==> src/hdl/ex_pkg.sv <==
/*
  Shared definitions of the execute stage
  Enum encodings are fixed; decode must drive the same values
  SHAMT_W stays at 5 also for a 64-bit datapath, shifts then only
  reach the low 32 positions
*/

`default_nettype none

package ex_pkg;

  ////////////////////
  // Widths
  ////////////////////

  // Register file address
  localparam int unsigned REGADDR_W = 5;

  // Shift amount taken from operand B
  localparam int unsigned SHAMT_W = 5;

  ////////////////////
  // Operators
  ////////////////////

  // ALU operators, the last six are branch comparisons
  typedef enum logic [3:0] {
    ALU_ADD,
    ALU_SUB,
    ALU_AND,
    ALU_OR,
    ALU_XOR,
    ALU_SLL,
    ALU_SRL,
    ALU_SRA,
    ALU_SLT,
    ALU_SLTU,
    ALU_EQ,
    ALU_NE,
    ALU_LT,
    ALU_GE,
    ALU_LTU,
    ALU_GEU
  } alu_op_e;

  // Multiplier operators
  // Low word, high signed x signed, high unsigned x unsigned, high signed x unsigned
  typedef enum logic [1:0] {
    MUL_LO,
    MUL_H,
    MUL_HU,
    MUL_HSU
  } mul_op_e;

  // Multiplier FSM
  typedef enum logic [0:0] {
    MULT_IDLE,
    MULT_DONE
  } mult_state_e;

endpackage

`default_nettype wire

==> src/hdl/ex_unit_if.sv <==
/*
  Result and status bundle of the functional units
  XLEN must match the modules that connect to it
*/

`default_nettype none

interface ex_unit_if #(
  parameter int unsigned XLEN = 32
);

  // ALU outputs
  logic [XLEN-1:0] alu_result;
  logic            cmp_result;

  // Multiplier outputs and handshake status
  logic [XLEN-1:0] mul_result;
  logic            mul_valid;
  logic            mul_ready;

  // Producers
  modport alu  (output alu_result, output cmp_result);
  modport mult (output mul_result, output mul_valid, output mul_ready);

  // Consumers
  modport ctrl (input mul_valid, input mul_ready);
  modport wb   (input alu_result, input cmp_result, input mul_result);

endinterface

`default_nettype wire

==> src/hdl/ex_alu.sv <==
/*
  Single-cycle ALU with branch comparison
  Purely combinational, no valid or ready of its own
  Shift amount is the low SHAMT_W bits of operand B, so with XLEN = 64
  shifts only reach the low 32 positions
  cmp_result is 0 for every non-branch operator
*/

`default_nettype none

module ex_alu import ex_pkg::*; #(
  parameter int unsigned XLEN = 32
) (
  input  alu_op_e         op_i,
  input  logic [XLEN-1:0] operand_a_i,
  input  logic [XLEN-1:0] operand_b_i,
  ex_unit_if.alu          unit_if
);

  logic [SHAMT_W-1:0] shamt;
  logic [XLEN-1:0]    add_res;
  logic [XLEN-1:0]    sub_res;
  logic [XLEN-1:0]    sra_res;
  logic               eq;
  logic               lt_s;
  logic               lt_u;
  logic               cmp;
  logic [XLEN-1:0]    result;

  ////////////////////
  // Datapath
  ////////////////////

  assign shamt   = operand_b_i[SHAMT_W-1:0];
  assign add_res = operand_a_i + operand_b_i;
  assign sub_res = operand_a_i - operand_b_i;

  // Arithmetic shift keeps the sign of operand A
  assign sra_res = $signed(operand_a_i) >>> shamt;

  // Comparators shared by SLT and the branches
  assign eq   = (operand_a_i == operand_b_i);
  assign lt_s = ($signed(operand_a_i) < $signed(operand_b_i));
  assign lt_u = (operand_a_i < operand_b_i);

  ////////////////////
  // Branch decision
  ////////////////////

  always_comb begin
    unique case (op_i)
      ALU_EQ:  cmp = eq;
      ALU_NE:  cmp = !eq;
      ALU_LT:  cmp = lt_s;
      ALU_GE:  cmp = !lt_s;
      ALU_LTU: cmp = lt_u;
      ALU_GEU: cmp = !lt_u;
      // Arithmetic and logic ops never take a branch
      default: cmp = 1'b0;
    endcase
  end

  ////////////////////
  // Result mux
  ////////////////////

  always_comb begin
    unique case (op_i)
      ALU_ADD:  result = add_res;
      ALU_SUB:  result = sub_res;
      ALU_AND:  result = operand_a_i & operand_b_i;
      ALU_OR:   result = operand_a_i | operand_b_i;
      ALU_XOR:  result = operand_a_i ^ operand_b_i;
      ALU_SLL:  result = operand_a_i << shamt;
      ALU_SRL:  result = operand_a_i >> shamt;
      ALU_SRA:  result = sra_res;
      ALU_SLT:  result = {{(XLEN-1){1'b0}}, lt_s};
      ALU_SLTU: result = {{(XLEN-1){1'b0}}, lt_u};
      // Branch comparisons return the decision as 0 or 1
      default:  result = {{(XLEN-1){1'b0}}, cmp};
    endcase
  end

  assign unit_if.alu_result = result;
  assign unit_if.cmp_result = cmp;

endmodule

`default_nettype wire

==> src/hdl/ex_mult.sv <==
/*
  Two-cycle multiplier
  Product is computed in the start cycle and the selected word is held
  in MULT_DONE until ready_i or kill_i
  op_i and the operands need only be stable in the start cycle
  start_i must already be gated with kill and halt
*/

`default_nettype none

module ex_mult import ex_pkg::*; #(
  parameter int unsigned XLEN = 32
) (
  input  logic            clk,
  input  logic            rst_n,
  input  mul_op_e         op_i,
  input  logic [XLEN-1:0] operand_a_i,
  input  logic [XLEN-1:0] operand_b_i,
  input  logic            start_i,
  input  logic            ready_i,
  input  logic            kill_i,
  ex_unit_if.mult         unit_if
);

  mult_state_e              state_q;
  mult_state_e              state_d;
  logic                     a_signed;
  logic                     b_signed;
  logic signed [XLEN:0]     a_ext;
  logic signed [XLEN:0]     b_ext;
  logic signed [2*XLEN+1:0] product;
  logic [XLEN-1:0]          prod_word;
  logic [XLEN-1:0]          result_q;

  ////////////////////
  // Product
  ////////////////////

  // Only MULHU treats A as unsigned, only MUL and MULH treat B as signed
  assign a_signed = (op_i != MUL_HU);
  assign b_signed = (op_i == MUL_H) || (op_i == MUL_LO);

  // One extra bit covers the unsigned case with a signed multiplier
  assign a_ext   = {a_signed & operand_a_i[XLEN-1], operand_a_i};
  assign b_ext   = {b_signed & operand_b_i[XLEN-1], operand_b_i};
  assign product = a_ext * b_ext;

  assign prod_word = (op_i == MUL_LO) ? product[XLEN-1:0] : product[2*XLEN-1:XLEN];

  ////////////////////
  // FSM
  ////////////////////

  always_comb begin
    state_d = state_q;
    unique case (state_q)
      MULT_IDLE: if (start_i) state_d = MULT_DONE;
      MULT_DONE: if (ready_i || kill_i) state_d = MULT_IDLE;
      default:   state_d = MULT_IDLE;
    endcase
  end

  always_ff @(posedge clk or negedge rst_n) begin
    if (!rst_n) begin
      state_q <= MULT_IDLE;
    end else begin
      state_q <= state_d;
    end
  end

  // Result captured once per operation and held while WB stalls
  always_ff @(posedge clk) begin
    if ((state_q == MULT_IDLE) && start_i) begin
      result_q <= prod_word;
    end
  end

  assign unit_if.mul_result = result_q;
  assign unit_if.mul_valid  = (state_q == MULT_DONE);
  // Busy in the start cycle, then follows the downstream ready
  assign unit_if.mul_ready  = (state_q == MULT_IDLE) ? !start_i : ready_i;

endmodule

`default_nettype wire

==> src/hdl/ex_ctrl.sv <==
/*
  Stage control of EX
  Purely combinational, decisions are made in the same cycle
  Kill makes the stage ready and drops its valid
  Halt holds the instruction in EX with both valid and ready low
*/

`default_nettype none

module ex_ctrl (
  input  logic   id_valid_i,
  input  logic   alu_en_i,
  input  logic   mul_en_i,
  input  logic   illegal_i,
  input  logic   kill_i,
  input  logic   halt_i,
  input  logic   wb_ready_i,
  output logic   mul_start_o,
  output logic   ex_valid_o,
  output logic   ex_ready_o,
  ex_unit_if.ctrl unit_if
);

  logic instr_live;
  logic unit_valid;

  ////////////////////
  // Live instruction
  ////////////////////

  // Decode valid not killed or halted
  assign instr_live = id_valid_i && !kill_i && !halt_i;

  // Multiplier only starts on a live instruction
  assign mul_start_o = mul_en_i && instr_live;

  ////////////////////
  // Valid and ready
  ////////////////////

  // ALU results are ready at once
  // Illegal instructions pass as a bubble without a write
  assign unit_valid = alu_en_i || (mul_en_i && unit_if.mul_valid) || illegal_i;

  assign ex_valid_o = unit_valid && instr_live;

  // Kill always frees the stage
  assign ex_ready_o = kill_i || (wb_ready_i && unit_if.mul_ready && !halt_i);

endmodule

`default_nettype wire

==> src/hdl/ex_wb_reg.sv <==
/*
  Result select and EX/WB pipeline register
  A transfer happens on ex_valid_i and wb_ready_i, a bubble on
  wb_ready_i alone; all outputs hold while wb_ready_i is low
  Data, address and PC are only meaningful while wb_valid_o is high
*/

`default_nettype none

module ex_wb_reg import ex_pkg::*; #(
  parameter int unsigned XLEN = 32
) (
  input  logic                 clk,
  input  logic                 rst_n,
  input  logic                 ex_valid_i,
  input  logic                 wb_ready_i,
  input  logic                 mul_en_i,
  input  logic                 illegal_i,
  input  logic                 alu_bch_i,
  input  logic                 rf_we_i,
  input  logic [REGADDR_W-1:0] rf_waddr_i,
  input  logic [XLEN-1:0]      pc_i,
  ex_unit_if.wb                unit_if,
  output logic [XLEN-1:0]      rf_wdata_o,
  output logic                 wb_valid_o,
  output logic                 wb_rf_we_o,
  output logic [REGADDR_W-1:0] wb_rf_waddr_o,
  output logic [XLEN-1:0]      wb_rf_wdata_o,
  output logic [XLEN-1:0]      wb_pc_o,
  output logic                 wb_illegal_o,
  output logic                 wb_bch_taken_o
);

  logic            xfer;
  logic [XLEN-1:0] wdata_sel;

  ////////////////////
  // Result select
  ////////////////////

  // Ungated enable is enough, the write enable drops invalid results later
  assign wdata_sel  = mul_en_i ? unit_if.mul_result : unit_if.alu_result;
  // Forwarded to decode in the same cycle
  assign rf_wdata_o = wdata_sel;

  assign xfer = ex_valid_i && wb_ready_i;

  ////////////////////
  // EX/WB register
  ////////////////////

  always_ff @(posedge clk or negedge rst_n) begin
    if (!rst_n) begin
      wb_valid_o     <= 1'b0;
      wb_rf_we_o     <= 1'b0;
      wb_illegal_o   <= 1'b0;
      wb_bch_taken_o <= 1'b0;
    end else if (xfer) begin
      wb_valid_o     <= 1'b1;
      // Illegal instructions never write the register file
      wb_rf_we_o     <= rf_we_i && !illegal_i;
      wb_illegal_o   <= illegal_i;
      wb_bch_taken_o <= alu_bch_i && unit_if.cmp_result;
    end else if (wb_ready_i) begin
      // Bubble, only the valid changes
      wb_valid_o <= 1'b0;
    end
  end

  // Payload
  always_ff @(posedge clk) begin
    if (xfer) begin
      wb_rf_waddr_o <= rf_waddr_i;
      wb_rf_wdata_o <= wdata_sel;
      wb_pc_o       <= pc_i;
    end
  end

endmodule

`default_nettype wire

==> src/hdl/ex_stage.sv <==
/*
  Execute stage top level
  Takes one decoded instruction per transfer, ALU in one cycle,
  multiply in two; result goes to the EX/WB register on wb_ready_i
  Decode must hold its inputs until ex_ready_o
  No divider, CSR, load/store or system instruction support
*/

`default_nettype none

module ex_stage import ex_pkg::*; #(
  parameter int unsigned XLEN = 32
) (
  input  logic                 clk,
  input  logic                 rst_n,

  // From decode
  input  logic                 id_valid_i,
  input  logic                 alu_en_i,
  input  logic                 mul_en_i,
  input  alu_op_e              alu_op_i,
  input  mul_op_e              mul_op_i,
  input  logic [XLEN-1:0]      operand_a_i,
  input  logic [XLEN-1:0]      operand_b_i,
  input  logic                 alu_bch_i,
  input  logic                 rf_we_i,
  input  logic [REGADDR_W-1:0] rf_waddr_i,
  input  logic [XLEN-1:0]      pc_i,
  input  logic                 illegal_i,

  // From controller
  input  logic                 kill_i,
  input  logic                 halt_i,

  // Stage handshake
  input  logic                 wb_ready_i,
  output logic                 ex_ready_o,
  output logic                 ex_valid_o,

  // To fetch and decode
  output logic                 branch_decision_o,
  output logic [XLEN-1:0]      rf_wdata_o,

  // EX/WB register
  output logic                 wb_valid_o,
  output logic                 wb_rf_we_o,
  output logic [REGADDR_W-1:0] wb_rf_waddr_o,
  output logic [XLEN-1:0]      wb_rf_wdata_o,
  output logic [XLEN-1:0]      wb_pc_o,
  output logic                 wb_illegal_o,
  output logic                 wb_bch_taken_o
);

  logic mul_start;

  ex_unit_if #(.XLEN(XLEN)) unit_if ();

  ////////////////////
  // Control
  ////////////////////

  ex_ctrl u_ctrl (
    .id_valid_i  (id_valid_i),
    .alu_en_i    (alu_en_i),
    .mul_en_i    (mul_en_i),
    .illegal_i   (illegal_i),
    .kill_i      (kill_i),
    .halt_i      (halt_i),
    .wb_ready_i  (wb_ready_i),
    .mul_start_o (mul_start),
    .ex_valid_o  (ex_valid_o),
    .ex_ready_o  (ex_ready_o),
    .unit_if     (unit_if.ctrl)
  );

  ////////////////////
  // Functional units
  ////////////////////

  ex_alu #(.XLEN(XLEN)) u_alu (
    .op_i        (alu_op_i),
    .operand_a_i (operand_a_i),
    .operand_b_i (operand_b_i),
    .unit_if     (unit_if.alu)
  );

  ex_mult #(.XLEN(XLEN)) u_mult (
    .clk         (clk),
    .rst_n       (rst_n),
    .op_i        (mul_op_i),
    .operand_a_i (operand_a_i),
    .operand_b_i (operand_b_i),
    .start_i     (mul_start),
    .ready_i     (wb_ready_i),
    .kill_i      (kill_i),
    .unit_if     (unit_if.mult)
  );

  // Branch decision straight from the comparator
  assign branch_decision_o = unit_if.cmp_result;

  ////////////////////
  // EX/WB
  ////////////////////

  ex_wb_reg #(.XLEN(XLEN)) u_wb_reg (
    .clk            (clk),
    .rst_n          (rst_n),
    .ex_valid_i     (ex_valid_o),
    .wb_ready_i     (wb_ready_i),
    .mul_en_i       (mul_en_i),
    .illegal_i      (illegal_i),
    .alu_bch_i      (alu_bch_i),
    .rf_we_i        (rf_we_i),
    .rf_waddr_i     (rf_waddr_i),
    .pc_i           (pc_i),
    .unit_if        (unit_if.wb),
    .rf_wdata_o     (rf_wdata_o),
    .wb_valid_o     (wb_valid_o),
    .wb_rf_we_o     (wb_rf_we_o),
    .wb_rf_waddr_o  (wb_rf_waddr_o),
    .wb_rf_wdata_o  (wb_rf_wdata_o),
    .wb_pc_o        (wb_pc_o),
    .wb_illegal_o   (wb_illegal_o),
    .wb_bch_taken_o (wb_bch_taken_o)
  );

endmodule

`default_nettype wire

==> config.mk <==
export PLATFORM = sky130hd
export DESIGN_NAME = ex_stage
export DESIGN_NICKNAME = d
export VERILOG_FILES = /design/src/hdl/ex_pkg.sv /design/src/hdl/ex_unit_if.sv /design/src/hdl/ex_alu.sv /design/src/hdl/ex_mult.sv /design/src/hdl/ex_ctrl.sv /design/src/hdl/ex_wb_reg.sv /design/src/hdl/ex_stage.sv
export SDC_FILE = /design/constraint.sdc
export NUM_CORES = 2
export LEC_CHECK = 0
export BUFFER_PORTS_ARGS = -buffer_cell sky130_fd_sc_hd__buf_2
export CORE_MARGIN = 10
export CORE_UTILIZATION = 65
export CTS_BUF_LIST = sky130_fd_sc_hd__clkbuf_16
export CTS_CLUSTER_DIAMETER = 80
export DETAILED_ROUTE_END_ITERATION = 8
export HOLD_SLACK_MARGIN = 0.02
export PLACE_DENSITY = 0.84
export RECOVER_POWER = 25
export SLEW_MARGIN = 15
export SYNTH_ARGS = -nofsm -noshare
export SYNTH_HDL_FRONTEND = slang
export SYNTH_HIERARCHICAL = 1
export SYNTH_SLANG_ARGS = --single-unit
==> constraint.sdc <==
create_clock -name clk -period 9.6 [get_ports clk]
set_input_delay 0.96 -clock clk [delete_from_list [all_inputs] [get_ports clk]]
set_output_delay 0.96 -clock clk [all_outputs]
set_load 0.005 [all_outputs]
==> run_results.csv <==
group,metric,value,unit
status,status,"complete, no violations",
critical_path,arrival,9.02,ns
critical_path,path_cells,"buf_2 -> and2_1 -> fa_1 -> fa_1 -> fa_1 -> inv_1 -> fa_1 -> fa_1 -> fa_1 -> fa_1 -> inv_1 -> fa_1 -> ha_1 -> a21o_1 -> a21o_1 -> a21oi_1 -> o221ai_1 -> nor3_2 -> o221ai_2 -> xnor2_1 -> a21oi_1",
critical_path,rr_worst_depth,5,
cts,ctsHoldBuffers,0,
global_route,grt_pass1_vias,45900,
die,die-area,90400,sq um
die,core.rowCount,102,
critical_path,crit_slowest_cell,"buf_2",
logic_synthesis,ys_types,112,
critical_path,crit_top_cell,"fa_1",
logic_synthesis,ys_warn_count,6,
critical_path,end_kind,"flop",
critical_path,required,9.70,ns
logic_synthesis,syn_area_per_cell,8.93,sq um
final_layout,syn_to_final_growth,4.28,%
cts,clockBufferDepth,2,
run,maxCapViolCount,0,
final_layout,nets,7301,
timing,setup_viol,0,
timing,fin_crit,8.92,ns
die,core_area,77800,sq um
cts,cts-root-buf,"clkbuf_16",
global_route,grt_util_met3,11.4,%
detailed_routing,wire_per_inst,26.0,um
critical_path,worstPathMaxFanout,32,
placed_design,gp_congestion,1.08,
detailed_routing,drtAntennaViolNets,0,
cts,cts_max_level,3,
timing,clock_skew,0.0160,ns
logic_synthesis,syn_inst,5740,
timing,grt_setup_unrepaired,"no",
cts,cts_buffers,9,
global_route,busiest_layer,"met2",
logic_synthesis,synthDominantCellAreaShare,44.0,%
timing,fin_setup_tns,0,ns
final_layout,fillCellCount,5975,
timing,drv_slew,0,
global_route,antenna_found_initial,21,
logic_synthesis,synth_most_common_cell,"inv_1",
logic_synthesis,synth_area_leaders,"fa_1 44%, inv_1 8.7%, ha_1 7.5%, nand2_1 6.7%, edfxtp_1 5.9%",
die,start_util,65.8,%
global_route,track_usage,39.1,%
detailed_routing,vias_per_cell,6.43,
logic_synthesis,async_flop_share,4.72,%
cts,post-cts-setup-buffers,0,
placed_design,io_buffers,225,
global_route,grt_util_met1,50.1,%
critical_path,r2r-start,"u_mult/unit_if.mul_valid$_DFF_PN0_",
logic_synthesis,synth_area,51200,sq um
detailed_routing,via_count,43700,
die,io_pins,226,
timing,clock.fmax,112,MHz
logic_synthesis,synth_ff_type,"edfxtp_1",
critical_path,cp.buffers_inverters,3,
hold_path,hold_path_class,"input port to async pin",
critical_path,crit_family,"adder cells",
cts,cts_resized,0,
logic_synthesis,syn-num-nets,7294,
cts,clkLatencyLatePin,0.39,ns
detailed_routing,drc,0,
detailed_routing,finalWirelength,177,mm
critical_path,critPathLaunchType,"input port",
critical_path,endpoint,"u_mult/unit_if.mul_result[8]$_DFFE_PP_",
global_route,grtUsageMet2,59.0,%
final_layout,drive_gt1_share,8.14,%
detailed_routing,first_pass_iters,8,
logic_synthesis,synth_seq_cells,106,
logic_synthesis,seq_area_frac_synth,6.16,%
timing,hold_viol_final,0,
critical_path,crit_cells,21,
timing,fin_crit_sh,93.0,%
critical_path,r2r_setup_slack,6.83,ns
placed_design,placed_cell_area,53100,sq um
die,die_w,301,um
logic_synthesis,ys_top_cells_by_count,"1194 x inv_1, 1127 x fa_1, 912 x nand2_1",
timing,slew_headroom,22.0,%
global_route,overflow,0,
logic_synthesis,synth_edf_count,101,
critical_path,timing.critical_path.from,"operand_a_i[18]",
cts,clk_pin_slew,0.09,ns
global_route,grt_max_degree,65,
die,fp.dieH,301,um
critical_path,crit_type,"input port to flop",
cts,cts_tree,"built",
detailed_routing,drt-initial-drc-count,5247,
timing,tightestPinTransition,1.16,ns
cts,cts_sinks,106,
final_layout,fin_area,53400,sq um
critical_path,slowest_delay,0.79,ns
final_layout,seqCellArea,3160,sq um
final_layout,multi_input_area,42200,sq um
logic_synthesis,yosys.area.top_type,"fa_1",
critical_path,r2r_end,"u_wb_reg/wb_rf_wdata_o[6]$_DFFE_PP_",
global_route,grt_pass1_wl,270,mm
placed_design,dpl.hpwl,140,mm
-- worst min-delay path by stage --
stage                                          endpoint  slack (ns)  depth (start not counted)
floorplan           u_wb_reg/wb_bch_taken_o$_DFFE_PN0P_        0.47                          1
global placement    u_wb_reg/wb_bch_taken_o$_DFFE_PN0P_        0.46                          1
detailed placement  u_wb_reg/wb_bch_taken_o$_DFFE_PN0P_        0.46                          1
CTS                  u_mult/unit_if.mul_valid$_DFF_PN0_        0.39                          1
global route            u_wb_reg/wb_rf_we_o$_DFFE_PN0P_        0.45                          1
finish                  u_wb_reg/wb_rf_we_o$_DFFE_PN0P_        0.45                          1
-- per-layer routing --
layer | up-vias | wire length [um] | share of wire, %
met4 | 20 | 12300 | 6.9
met2 | 3351 | 77300 | 44
met1 | 21800 | 63600 | 36
met3 | 812 | 23500 | 13
met5 | - | 236 | 0.13
li1 | 17700 | - | -
-- kinds of logic after synthesis --
group	share of synthesized area (%)
buffers and inverters	11.5
XOR/XNOR	1.57
multiplexers	4.50
adder cells (fa/ha/maj)	51.6
flip-flops	6.16
AO/OA/AOI/OAI	9.32
AND/OR/NAND/NOR	15.3
-- cell type report --
type                            instances  share of cell area (%)
Inverter                             1195                    8.40
Antenna cell                            9                  0.0422
Sequential cell                       106                    5.91
Multi-Input combinational cell       4098                    79.0
Clock inverter                          7                   0.150
Tap cell                             1040                    2.44
Timing Repair Buffer                  337                    3.68
Clock buffer                            9                   0.422
-- stage by stage --
| step | util, % | hold slack (ns) | setup slack (ns) | cells |
|---|---|---|---|---|
| CTS | 68.6 | 0.389 | 0.857 | 6792 |
| floorplan | - | 0.473 | 1.17 | 5740 |
| finish | 68.6 | 0.454 | 0.677 | 6801 |
| global route | 68.6 | 0.450 | 0.490 | 6793 |
| global placement | 68.2 | 0.458 | 0.614 | 6776 |
| detailed placement | 68.2 | 0.465 | 0.489 | 6776 |
-- worst reg2reg max path, cell delays in order, from the launching register on --
cell      delay [ns]
dfrtp_1         0.44
a211oi_1        0.12
nor4b_2         0.46
nand2_1         0.26
inv_2           0.49
buf_4           0.62
-- flip-flops by register name (all words and copies together), names as in the netlist --
register	flops
u_mult/unit_if.mul_valid	1
u_wb_reg/wb_rf_we_o	1
u_wb_reg/wb_pc_o	32
u_mult/unit_if.mul_result	32
u_wb_reg/wb_bch_taken_o	1
u_wb_reg/wb_valid_o	1
u_wb_reg/wb_rf_wdata_o	32
u_wb_reg/wb_illegal_o	1
u_wb_reg/wb_rf_waddr_o	5
-- cells in the final DEF, fill, tap and decap left out, types with 25 or more instances in the layout --
master	instances
a211oi_1	41
a21o_1	27
a21oi_1	198
and2_1	330
buf_2	184
buf_4	112
clkbuf_1	37
edfxtp_1	101
fa_1	1127
ha_1	309
inv_1	1192
mux2_4	30
mux2i_1	58
mux4_2	46
nand2_1	912
nand2b_1	31
nand3_1	38
nor2_1	205
nor3_1	47
o211ai_1	34
o21ai_0	146
xnor2_1	67
xor2_1	25
Power is left out: the tool's default activity adds up to more than one toggle a clock period on the data nets, which glitch-free logic cannot reach.
